$ cat src/common/ooo_cfg.svh
`ifndef OOO_CFG_SVH
`define OOO_CFG_SVH

// reorder buffer entries, tag 0 is reserved for "no tag".
`define OOO_ROB_DEPTH 8

// width of a reorder buffer tag.
`define OOO_TAG_BITS 3

// issue queue slots shared by the alu and the load unit.
`define OOO_IQ_DEPTH 4

// data memory size in 32-bit words.
`define OOO_DMEM_WORDS 64

`endif

$ cat src/common/ooo_pkg.sv
`default_nettype none

`include "ooo_cfg.svh"

package ooo_pkg;

    typedef logic [`OOO_TAG_BITS-1:0] rob_tag_t;

    typedef enum logic [4:0] {
        ADD = 5'd0, SUB, AND, OR, XOR, SLL, SRL, SRA, SLT, SLTU,
        BEQ, BNE, BLT, BGE, BLTU, BGEU,
        LUI, AUIPC, JAL, JALR,
        LW,
        NOP = 5'b11111
    } uop_op_e;

    typedef struct packed {
        logic [31:0] value;
        rob_tag_t    tag;   // nonzero while the value is pending.
    } operand_t;

    typedef struct packed {
        uop_op_e     op;
        logic [4:0]  rd;
        logic [31:0] pc;
        logic [31:0] imm;
        operand_t    src1;
        operand_t    src2;
        rob_tag_t    tag;
    } dispatch_uop_t;

    typedef union packed {
        logic [31:0] data;
        struct packed {
            logic        taken;
            logic [30:0] target;   // halfword address.
        } br;
    } cdb_payload_u;

    typedef struct packed {
        logic         valid;
        rob_tag_t     tag;
        cdb_payload_u payload;
    } cdb_t;

    typedef struct packed {
        logic        we;
        logic [4:0]  rd;
        logic [31:0] value;
        logic        redirect;
        logic [31:0] redirect_pc;
        rob_tag_t    tag;
    } commit_t;

    function automatic logic is_branch(uop_op_e op);
        return op inside {BEQ, BNE, BLT, BGE, BLTU, BGEU};
    endfunction

    // these never need an execution unit.
    function automatic logic done_at_dispatch(uop_op_e op);
        return op inside {LUI, AUIPC, JAL, NOP};
    endfunction

endpackage

`default_nettype wire

$ cat src/rob/reorder_buffer.sv
`timescale 1ns/1ps
`default_nettype none

`include "ooo_cfg.svh"

module reorder_buffer import ooo_pkg::*; (
    input  logic          clk,
    input  logic          rst,
    input  logic          disp_valid,
    input  dispatch_uop_t disp_uop,
    output rob_tag_t      alloc_tag,
    output logic          rob_full,
    input  cdb_t          cdb,
    output logic          commit_valid,
    output commit_t       commit
);

    localparam int       DEPTH = `OOO_ROB_DEPTH;
    localparam rob_tag_t LAST  = rob_tag_t'(DEPTH - 1);

    uop_op_e          rob_op    [DEPTH];
    logic [4:0]       rob_rd    [DEPTH];
    logic [31:0]      rob_pc    [DEPTH];
    logic [31:0]      rob_value [DEPTH];
    logic             rob_taken [DEPTH];
    logic [DEPTH-1:0] rob_done;
    rob_tag_t         head;
    rob_tag_t         tail;
    rob_tag_t         count;
    logic             retire;
    commit_t          commit_d;

    // wraps from the last entry back to 1.
    function automatic rob_tag_t next_tag(rob_tag_t t);
        return (t == LAST) ? rob_tag_t'(1) : rob_tag_t'(t + 1'b1);
    endfunction

    assign alloc_tag = tail;
    assign rob_full  = (count == LAST);
    assign retire    = (count != '0) && rob_done[head];

    always_comb begin
        commit_d       = '0;
        commit_d.tag   = head;
        commit_d.rd    = rob_rd[head];
        commit_d.value = rob_value[head];
        case (rob_op[head])
            BEQ, BNE, BLT, BGE, BLTU, BGEU: begin
                commit_d.redirect = rob_taken[head];
                if (rob_taken[head]) begin
                    commit_d.redirect_pc = rob_value[head];
                end
            end
            JAL: begin
                commit_d.we          = (rob_rd[head] != '0);
                commit_d.value       = rob_pc[head] + 32'd4;
                commit_d.redirect    = 1'b1;
                commit_d.redirect_pc = rob_pc[head] + rob_value[head];   // value holds imm.
            end
            JALR: begin
                commit_d.we          = (rob_rd[head] != '0);
                commit_d.value       = rob_pc[head] + 32'd4;
                commit_d.redirect    = 1'b1;
                commit_d.redirect_pc = rob_value[head];   // target from the alu.
            end
            AUIPC: begin
                commit_d.we    = (rob_rd[head] != '0);
                commit_d.value = rob_pc[head] + rob_value[head];
            end
            NOP: begin
                commit_d.we = 1'b0;
            end
            default: begin
                commit_d.we = (rob_rd[head] != '0);
            end
        endcase
        if (!commit_d.we) begin
            commit_d.rd    = '0;
            commit_d.value = '0;
        end
    end

    always_ff @(posedge clk) begin
        if (!rst) begin
            head         <= rob_tag_t'(1);
            tail         <= rob_tag_t'(1);
            count        <= '0;
            rob_done     <= '0;
            commit_valid <= 1'b0;
        end else begin
            commit_valid <= retire;
            if (disp_valid) begin
                rob_done[tail] <= done_at_dispatch(disp_uop.op);
                tail           <= next_tag(tail);
            end
            if (cdb.valid) begin
                rob_done[cdb.tag] <= 1'b1;
            end
            if (retire) begin
                head <= next_tag(head);
            end
            case ({disp_valid, retire})
                2'b10:   count <= count + 1'b1;
                2'b01:   count <= count - 1'b1;
                default: count <= count;
            endcase
        end
    end

    always_ff @(posedge clk) begin
        if (disp_valid) begin
            rob_op[tail]    <= disp_uop.op;
            rob_rd[tail]    <= disp_uop.rd;
            rob_pc[tail]    <= disp_uop.pc;
            rob_value[tail] <= disp_uop.imm;
            rob_taken[tail] <= 1'b0;
        end
        if (cdb.valid) begin
            if (is_branch(rob_op[cdb.tag])) begin
                rob_taken[cdb.tag] <= cdb.payload.br.taken;
                rob_value[cdb.tag] <= {cdb.payload.br.target, 1'b0};
            end else begin
                rob_value[cdb.tag] <= cdb.payload.data;
            end
        end
        if (retire) begin
            commit <= commit_d;
        end
    end

endmodule

`default_nettype wire

$ cat src/source/issue_queue.sv
`timescale 1ns/1ps
`default_nettype none

`include "ooo_cfg.svh"

module issue_queue import ooo_pkg::*; (
    input  logic          clk,
    input  logic          rst,
    input  logic          disp_valid,
    input  dispatch_uop_t disp_uop,
    output logic          iq_full,
    input  cdb_t          cdb,
    input  logic          alu_busy,
    output logic          alu_issue,
    output logic          load_issue,
    output dispatch_uop_t issue_uop
);

    localparam int DEPTH = `OOO_IQ_DEPTH;
    localparam int IW    = $clog2(DEPTH);

    dispatch_uop_t    ent   [DEPTH];
    logic [DEPTH-1:0] ent_valid;
    logic [DEPTH-1:0] older [DEPTH];   // older[i][j] set when slot j is older than slot i.
    logic [DEPTH-1:0] is_load;
    logic [DEPTH-1:0] ready;
    logic [DEPTH-1:0] cand;
    logic [DEPTH-1:0] sel;
    logic [IW-1:0]    sel_idx;
    logic [IW-1:0]    free_idx;
    logic             insert;
    dispatch_uop_t    disp_woken;

    function automatic operand_t wake(operand_t src, cdb_t bus);
        operand_t res;
        res = src;
        if (bus.valid && src.tag == bus.tag) begin
            res.value = bus.payload.data;
            res.tag   = '0;
        end
        return res;
    endfunction

    assign insert  = disp_valid && !done_at_dispatch(disp_uop.op);
    assign iq_full = &ent_valid;

    always_comb begin
        disp_woken      = disp_uop;
        disp_woken.src1 = wake(disp_uop.src1, cdb);   // result may land on the dispatch cycle.
        disp_woken.src2 = wake(disp_uop.src2, cdb);
    end

    always_comb begin
        for (int i = 0; i < DEPTH; i++) begin
            is_load[i] = (ent[i].op == LW);
            ready[i]   = ent_valid[i] && (ent[i].src1.tag == '0) && (ent[i].src2.tag == '0);
        end
        cand = ready & (is_load | {DEPTH{!alu_busy}});
        // oldest candidate wins.
        sel     = '0;
        sel_idx = '0;
        for (int i = 0; i < DEPTH; i++) begin
            if (cand[i] && !(|(older[i] & cand))) begin
                sel[i]  = 1'b1;
                sel_idx = IW'(i);
            end
        end
        free_idx = '0;
        for (int i = DEPTH - 1; i >= 0; i--) begin
            if (!ent_valid[i]) begin
                free_idx = IW'(i);
            end
        end
    end

    assign alu_issue  = |(sel & ~is_load);
    assign load_issue = |(sel & is_load);
    assign issue_uop  = ent[sel_idx];

    always_ff @(posedge clk) begin
        if (!rst) begin
            ent_valid <= '0;
            for (int i = 0; i < DEPTH; i++) begin
                older[i] <= '0;
            end
        end else begin
            if (alu_issue || load_issue) begin
                ent_valid[sel_idx] <= 1'b0;
            end
            if (insert) begin
                ent_valid[free_idx] <= 1'b1;
                for (int i = 0; i < DEPTH; i++) begin
                    older[i][free_idx] <= 1'b0;
                end
                older[free_idx] <= ent_valid & ~sel;   // every survivor is older.
            end
        end
    end

    always_ff @(posedge clk) begin
        for (int i = 0; i < DEPTH; i++) begin
            ent[i].src1 <= wake(ent[i].src1, cdb);
            ent[i].src2 <= wake(ent[i].src2, cdb);
        end
        if (insert) begin
            ent[free_idx] <= disp_woken;
        end
    end

endmodule

`default_nettype wire

$ cat src/source/int_alu.sv
`timescale 1ns/1ps
`default_nettype none

module int_alu import ooo_pkg::*; (
    input  logic          clk,
    input  logic          rst,
    input  logic          issue,
    input  dispatch_uop_t uop,
    input  logic          grant,
    output logic          req,
    output cdb_t          result,
    output logic          busy
);

    logic [31:0]  a;
    logic [31:0]  b;
    logic [31:0]  target;
    logic         taken;
    cdb_payload_u pay;
    rob_tag_t     res_tag;
    cdb_payload_u res_pay;

    assign a      = uop.src1.value;
    assign b      = uop.src2.value;   // immediate already folded in.
    assign target = uop.pc + uop.imm;

    always_comb begin
        case (uop.op)
            BEQ:     taken = (a == b);
            BNE:     taken = (a != b);
            BLT:     taken = ($signed(a) < $signed(b));
            BGE:     taken = ($signed(a) >= $signed(b));
            BLTU:    taken = (a < b);
            BGEU:    taken = (a >= b);
            default: taken = 1'b0;
        endcase
    end

    always_comb begin
        pay.data = '0;
        case (uop.op)
            ADD:  pay.data = a + b;
            SUB:  pay.data = a - b;
            AND:  pay.data = a & b;
            OR:   pay.data = a | b;
            XOR:  pay.data = a ^ b;
            SLL:  pay.data = a << b[4:0];
            SRL:  pay.data = a >> b[4:0];
            SRA:  pay.data = $signed(a) >>> b[4:0];
            SLT:  pay.data = {31'd0, $signed(a) < $signed(b)};
            SLTU: pay.data = {31'd0, a < b};
            JALR: pay.data = (a + uop.imm) & ~32'd1;   // jump target, link value is formed at commit.
            BEQ, BNE, BLT, BGE, BLTU, BGEU: begin
                pay.br.taken  = taken;
                pay.br.target = target[31:1];
            end
            default: pay.data = '0;
        endcase
    end

    // result stays put until the bus takes it.
    always_ff @(posedge clk) begin
        if (!rst) begin
            req <= 1'b0;
        end else if (issue) begin
            req <= 1'b1;
        end else if (grant) begin
            req <= 1'b0;
        end
    end

    always_ff @(posedge clk) begin
        if (issue) begin
            res_tag <= uop.tag;
            res_pay <= pay;
        end
    end

    assign busy = req & ~grant;

    always_comb begin
        result.valid   = req;
        result.tag     = res_tag;
        result.payload = res_pay;
    end

endmodule

`default_nettype wire

$ cat src/source/load_unit.sv
`timescale 1ns/1ps
`default_nettype none

`include "ooo_cfg.svh"

module load_unit import ooo_pkg::*; (
    input  logic                                clk,
    input  logic                                rst,
    input  logic                                issue,
    input  dispatch_uop_t                       uop,
    input  logic                                grant,
    output logic                                req,
    output cdb_t                                result,
    input  logic                                mem_we,
    input  logic [$clog2(`OOO_DMEM_WORDS)-1:0] mem_addr,
    input  logic [31:0]                         mem_wdata
);

    localparam int AW = $clog2(`OOO_DMEM_WORDS);

    logic [31:0]   mem [`OOO_DMEM_WORDS];
    logic [31:0]   addr;
    logic          s1_valid;
    rob_tag_t      s1_tag;
    logic [AW-1:0] s1_index;
    rob_tag_t      res_tag;
    logic [31:0]   res_data;

    assign addr = uop.src1.value + uop.imm;

    always_ff @(posedge clk) begin
        if (!rst) begin
            s1_valid <= 1'b0;
            req      <= 1'b0;
        end else begin
            s1_valid <= issue;
            if (s1_valid) begin
                req <= 1'b1;
            end else if (grant) begin
                req <= 1'b0;
            end
        end
    end

    always_ff @(posedge clk) begin
        if (issue) begin
            s1_tag   <= uop.tag;
            s1_index <= addr[AW+1:2];   // word index.
        end
        if (s1_valid) begin
            res_tag  <= s1_tag;
            res_data <= mem[s1_index];
        end
        if (mem_we) begin
            mem[mem_addr] <= mem_wdata;
        end
    end

    always_comb begin
        result.valid        = req;
        result.tag          = res_tag;
        result.payload.data = res_data;
    end

endmodule

`default_nettype wire

$ cat src/source/cdb_arbiter.sv
`timescale 1ns/1ps
`default_nettype none

module cdb_arbiter import ooo_pkg::*; (
    input  logic load_req,
    input  cdb_t load_result,
    input  logic alu_req,
    input  cdb_t alu_result,
    output logic load_grant,
    output logic alu_grant,
    output cdb_t cdb
);

    // load has priority, it cannot hold a result.
    assign load_grant = load_req;
    assign alu_grant  = alu_req & ~load_req;

    always_comb begin
        if (load_req) begin
            cdb = load_result;
        end else if (alu_req) begin
            cdb = alu_result;
        end else begin
            cdb = '0;
        end
        cdb.valid = load_req | alu_req;
    end

endmodule

`default_nettype wire

$ cat src/source/ooo_core_top.sv
`timescale 1ns/1ps
`default_nettype none

`include "ooo_cfg.svh"

module ooo_core_top import ooo_pkg::*; (
    input  logic                                clk,
    input  logic                                rst,
    input  logic                                disp_valid,
    input  dispatch_uop_t                       disp_uop,
    input  logic                                mem_we,
    input  logic [$clog2(`OOO_DMEM_WORDS)-1:0] mem_addr,
    input  logic [31:0]                         mem_wdata,
    output logic                                stall,
    output logic                                commit_valid,
    output commit_t                             commit
);

    rob_tag_t      alloc_tag;
    logic          rob_full;
    logic          iq_full;
    logic          disp_fire;
    dispatch_uop_t disp_tagged;
    logic          alu_busy;
    logic          alu_issue;
    logic          load_issue;
    dispatch_uop_t issue_uop;
    logic          alu_req;
    logic          alu_grant;
    cdb_t          alu_result;
    logic          load_req;
    logic          load_grant;
    cdb_t          load_result;
    cdb_t          cdb;

    assign stall     = rob_full | iq_full;
    assign disp_fire = disp_valid & ~stall;

    always_comb begin
        disp_tagged     = disp_uop;
        disp_tagged.tag = alloc_tag;
    end

    reorder_buffer reorder_buffer_inst (
        .clk          (clk),
        .rst          (rst),
        .disp_valid   (disp_fire),
        .disp_uop     (disp_tagged),
        .alloc_tag    (alloc_tag),
        .rob_full     (rob_full),
        .cdb          (cdb),
        .commit_valid (commit_valid),
        .commit       (commit)
    );

    issue_queue issue_queue_inst (
        .clk        (clk),
        .rst        (rst),
        .disp_valid (disp_fire),
        .disp_uop   (disp_tagged),
        .iq_full    (iq_full),
        .cdb        (cdb),
        .alu_busy   (alu_busy),
        .alu_issue  (alu_issue),
        .load_issue (load_issue),
        .issue_uop  (issue_uop)
    );

    int_alu int_alu_inst (
        .clk    (clk),
        .rst    (rst),
        .issue  (alu_issue),
        .uop    (issue_uop),
        .grant  (alu_grant),
        .req    (alu_req),
        .result (alu_result),
        .busy   (alu_busy)
    );

    load_unit load_unit_inst (
        .clk       (clk),
        .rst       (rst),
        .issue     (load_issue),
        .uop       (issue_uop),
        .grant     (load_grant),
        .req       (load_req),
        .result    (load_result),
        .mem_we    (mem_we),
        .mem_addr  (mem_addr),
        .mem_wdata (mem_wdata)
    );

    cdb_arbiter cdb_arbiter_inst (
        .load_req    (load_req),
        .load_result (load_result),
        .alu_req     (alu_req),
        .alu_result  (alu_result),
        .load_grant  (load_grant),
        .alu_grant   (alu_grant),
        .cdb         (cdb)
    );

endmodule

`default_nettype wire

$ cat config.mk
export PLATFORM = sky130hd
export DESIGN_NAME = ooo_core_top
export DESIGN_NICKNAME = d
export VERILOG_FILES = /design/src/common/ooo_pkg.sv /design/src/rob/reorder_buffer.sv /design/src/source/issue_queue.sv /design/src/source/int_alu.sv /design/src/source/load_unit.sv /design/src/source/cdb_arbiter.sv /design/src/source/ooo_core_top.sv
export VERILOG_INCLUDE_DIRS = /design/src /design/src/common
export SDC_FILE = /design/constraint.sdc
export NUM_CORES = 2
export LEC_CHECK = 0
export ABC_AREA = 1
export BUFFER_PORTS_ARGS = -buffer_cell sky130_fd_sc_hd__buf_2
export CAP_MARGIN = 20
export CORE_ASPECT_RATIO = 0.6
export CORE_MARGIN = 2
export CORE_UTILIZATION = 28
export CTS_BUF_LIST = sky130_fd_sc_hd__clkbuf_4 sky130_fd_sc_hd__clkbuf_8 sky130_fd_sc_hd__clkbuf_16
export CTS_CLUSTER_DIAMETER = 60
export DETAILED_ROUTE_END_ITERATION = 6
export PLACE_DENSITY = 0.53
export SETUP_SLACK_MARGIN = 0.15
export SLEW_MARGIN = 30
export SYNTH_ARGS = -nofsm -noshare
export SYNTH_HDL_FRONTEND = slang
export SYNTH_SLANG_ARGS = --single-unit
$ cat constraint.sdc
create_clock -name clk -period 16.5 [get_ports clk]
set_input_delay 2.475 -clock clk [delete_from_list [all_inputs] [get_ports clk]]
set_output_delay 2.475 -clock clk [all_outputs]
set_load 0.02 [all_outputs]
==> impl_metrics.csv <==
group,metric,value,unit
status,outcome,"complete, but fails checks",
status,violations,"DRC",
timing,setup_violations,0,
die,coreArea,546000,µm²
cts,cts_buffers,333,
placed_design,dpl.hpwl,356100,µm
finish,final_cells,21790,
power,sw_frac_of_total,0.2500,
synthesis,synth_edf_count,3385,
global_routing,grt_first_pass_wirelength,783900,µm
power,p_leak,60.13,nW
worst_setup_path,cp_common_cell,"nand2_1",
worst_setup_path,critPathCaptureType,"flip-flop",
global_routing,grt-ovfl-total,0,
global_routing,grt_max_degree,195,
worst_setup_path,crit_path_top_delay_cell,"ha_1",
timing,finalMaxSlewViolations,0,
power,power.density,109.3,nW/µm²
cts,clkSinkCount,3413,
synthesis,synth.avg_cell_area,10.86,µm²
routing,wire_per_inst,25.62,µm
synthesis,syn_area,153700,µm²
worst_setup_path,cp_max_fo,38,
die,ioPinCount,265,
finish,final_area,174800,µm²
cts,clk_path_buf_depth,4,
timing,setup_tns,0,ps
power,p_sw,4.775,mW
global_routing,grt_pass1_vias,101100,
placed_design,port_buffers,261,
routing,ant_nets,0,
power,power_frac_seq,0.510,
routing,drc,6,
synthesis,synth_seq_cells,3413,
power,combPwrFrac,0.087,
finish,nets,14570,
worst_setup_path,start_kind,"flip-flop",
hold_path,min_path_type,"flip-flop to flip-flop",
global_routing,grt.total_usage,0.1921,
cts,ctsResizeCount,0,
die,die_x,960.5,µm
timing,fin_crit,8063,ps
cts,path_clk_slew,60,ps
placed_design,placed_cells,21160,
cts,cts_setup_buffers,0,
timing,fmax,124.0,MHz
die,die_h,577.9,µm
die,die_area,555100,µm²
power,p_int,14.32,mW
placed_design,dpl_cell_area,163900,µm²
power,pwr-share-clk,0.403,
finish,drive_gt1_frac,0.09523,
worst_setup_path,required,17170,ps
cts,cts_root_buffer,"clkbuf_16",
die,start_util,0.2815,
synthesis,synth_cells,14160,
run,maxCapViolCount,0,
timing,layout_worst_path_cycle_share,0.4886,
synthesis,seq_area_frac_synth,0.6650,
worst_setup_path,arrival,8740,ps
routing,viasPerCell,5.215,
synthesis,synth-async-reset-ratio,0,
timing,hold_viol_final,0,
routing,firstDrtPassIters,7,
global_routing,antenna_found_initial,89,
routing,vias,113600,
worst_setup_path,critPathMaxStageDelay,700,ps
synthesis,dominantRegCellSynth,"edfxtp_1",
cts,postCtsHoldBufs,0,
cts,h-tree-depth,5,
worst_setup_path,crit_type,"flip-flop to flip-flop",
finish,area_growth,13.72,%
timing,finClkSkew,128.9,ps
die,fp-row-count,210,
timing,maxSlewHeadroom,0.1452,
timing,tightest_slew,1273,ps
routing,first_iter_violations,15370,
placed_design,globalplace.congestion,1.027,
cts,worstSkewPairLatency,1010,ps
power,worst_ir_drop_vdd,0.08422,mV
cts,cts_tree,"built",
synthesis,ys_types,70,
timing,grt_setup_unrepaired,"no",
synthesis,synth.yosys.warnings,0,
routing,routed_wl,558100,µm
-- per-layer routing --
metal / vias to the layer above / wire length [µm] / GRT usage
li1: 51080 / - / -
met1: 56450 / 270900 / 0.3125
met2: 5420 / 215800 / 0.2536
met3: 657 / 60130 / 0.04605
met4: 18 / 10950 / 0.03619
met5: - / 301 / 0.002444
-- path summary, 6_finish.rpt --
check                                                   startpoint                                  end  slack (ps)  cells after the start
worst max register to register       load_unit_inst.req$_SDFF_PN0_   int_alu_inst.res_pay[18]$_DFFE_PP_        8440                     28
worst min-delay path            load_unit_inst.s1_tag[2]$_DFFE_PP_  load_unit_inst.res_tag[2]$_DFFE_PP_         420                      0
worst max-delay path                 load_unit_inst.req$_SDFF_PN0_   int_alu_inst.res_pay[18]$_DFFE_PP_        8440                     28
worst min register to register  load_unit_inst.s1_tag[2]$_DFFE_PP_  load_unit_inst.res_tag[2]$_DFFE_PP_         420                      0
-- final cells by class --
class | instances | area (µm²)
diodes | 34 | 85.08
repair buffers | 579 | 3864
flip-flops and latches | 3413 | 102200
inverters | 671 | 2572
clock inverters | 180 | 1665
well taps | 7314 | 9151
clock buffers | 417 | 9051
multi-input cells | 9178 | 46180
fillers | 55280 | 371200
-- power by group through the flow --
| stage | registers [mW] | logic [mW] | clock network [mW] |
|---|---|---|---|
| after global routing | 9.74 | 1.79 | 8.17 |
| after floorplan | 9.92 | 0.896 | 0 |
| after detailed placement | 9.92 | 1.60 | 0 |
| final | 9.73 | 1.67 | 7.70 |
| after CTS | 9.73 | 1.61 | 7.84 |
| after global placement | 9.92 | 1.60 | 0 |
-- cell usage after synthesis, types with 16 or more instances --
cell type,instances,area (µm²)
nor2_1,2207,8284
edfxtp_1,3385,101600
xor2_1,96,840.8
a22oi_1,44,330.3
nand3b_1,28,210.2
o22ai_1,860,5380
xnor2_1,29,254.0
nand4_1,67,419.2
inv_2,32,120.1
nor3_1,53,265.3
o32ai_1,49,429.2
ha_1,194,2427
mux2i_1,25,250.2
inv_1,630,2365
o211ai_1,31,232.7
nor2_4,16,180.2
a21oi_1,273,1366
a31oi_1,79,494.2
nand2_1,1907,7158
o21ai_0,2453,12280
buf_4,29,217.7
clkbuf_1,697,2616
o21ai_1,82,410.4
buf_1,62,232.7
nand3_1,490,2452
dfxtp_1,28,560.5
buf_2,101,505.5
-- worst max-delay path, delay by kind of cell (launching register included) --
kind | cells | cell delay [ps]
compound gates | 5 | 1660
fa+ha+maj | 1 | 700
buf+inv | 5 | 1730
flops | 1 | 310
simple gates | 17 | 3270
-- flip-flops by register name, summed over array words and instances, names as in the netlist, 4 cells and up, named ones only --
register                       flops
reorder_buffer_inst.rob_op        40
reorder_buffer_inst.rob_pc       256
reorder_buffer_inst.rob_taken      8
issue_queue_inst.ent             568
reorder_buffer_inst.commit        74
reorder_buffer_inst.rob_rd        40
issue_queue_inst.ent_valid         4
reorder_buffer_inst.rob_done       8
load_unit_inst.res_data           32
load_unit_inst.s1_index            6
issue_queue_inst.older            16
reorder_buffer_inst.rob_value    256
int_alu_inst.res_pay              32
load_unit_inst.mem              2048
-- kinds of logic (layout without fill, tap and decap cells) --
kind of cell | after synthesis | count (layout) | share of synthesized area
other | 1 | 38 | 0.00002440
buffers and inverters | 1567 | 1847 | 0.04015
AO/OA/AOI/OAI | 3977 | 3977 | 0.1418
XOR/XNOR | 125 | 125 | 0.007123
adder cells (fa/ha/maj) | 200 | 200 | 0.01657
flip-flops | 3413 | 3413 | 0.6650
AND/OR/NAND/NOR | 4847 | 4847 | 0.1277
multiplexers | 25 | 25 | 0.001628
-- cell usage in the layout (no fill, tap or decap), drive strengths merged, types with 8 or more instances in the layout --
master,netlist,routed
a21boi,10,10
a21o,11,11
a21oi,273,273
a221oi,9,9
a22oi,44,44
a31oi,79,79
buf,199,579
bufinv,0,19
clkbuf,697,417
clkinv,9,138
clkinvlp,0,9
dfxtp,28,28
diode,0,34
edfxtp,3385,3385
ha,194,194
inv,662,685
mux2i,25,25
nand2,1924,1924
nand3,502,502
nand3b,29,29
nand4,67,67
nor2,2237,2237
nor3,54,54
nor4,10,10
o211ai,32,32
o21a,14,14
o21ai,2551,2551
o221ai,8,8
o22ai,860,860
o32ai,49,49
or2,13,13
xnor2,29,29
xor2,96,96
-- per-stage QoR --
step	utilization	setup slack, ps	hold WS, ps	power (mW)
2_1_floorplan	-	6154	400.3	10.81
3_3_place_gp	0.2999	8681	401.5	11.52
3_5_place_dp	0.3002	8785	405.2	11.52
4_1_cts	0.3198	8743	419.6	19.17
5_1_grt	0.3200	8214	421.9	19.70
6_report	0.3201	8437	420.5	19.10
No activity file was read; power rests on OpenSTA's default activity.
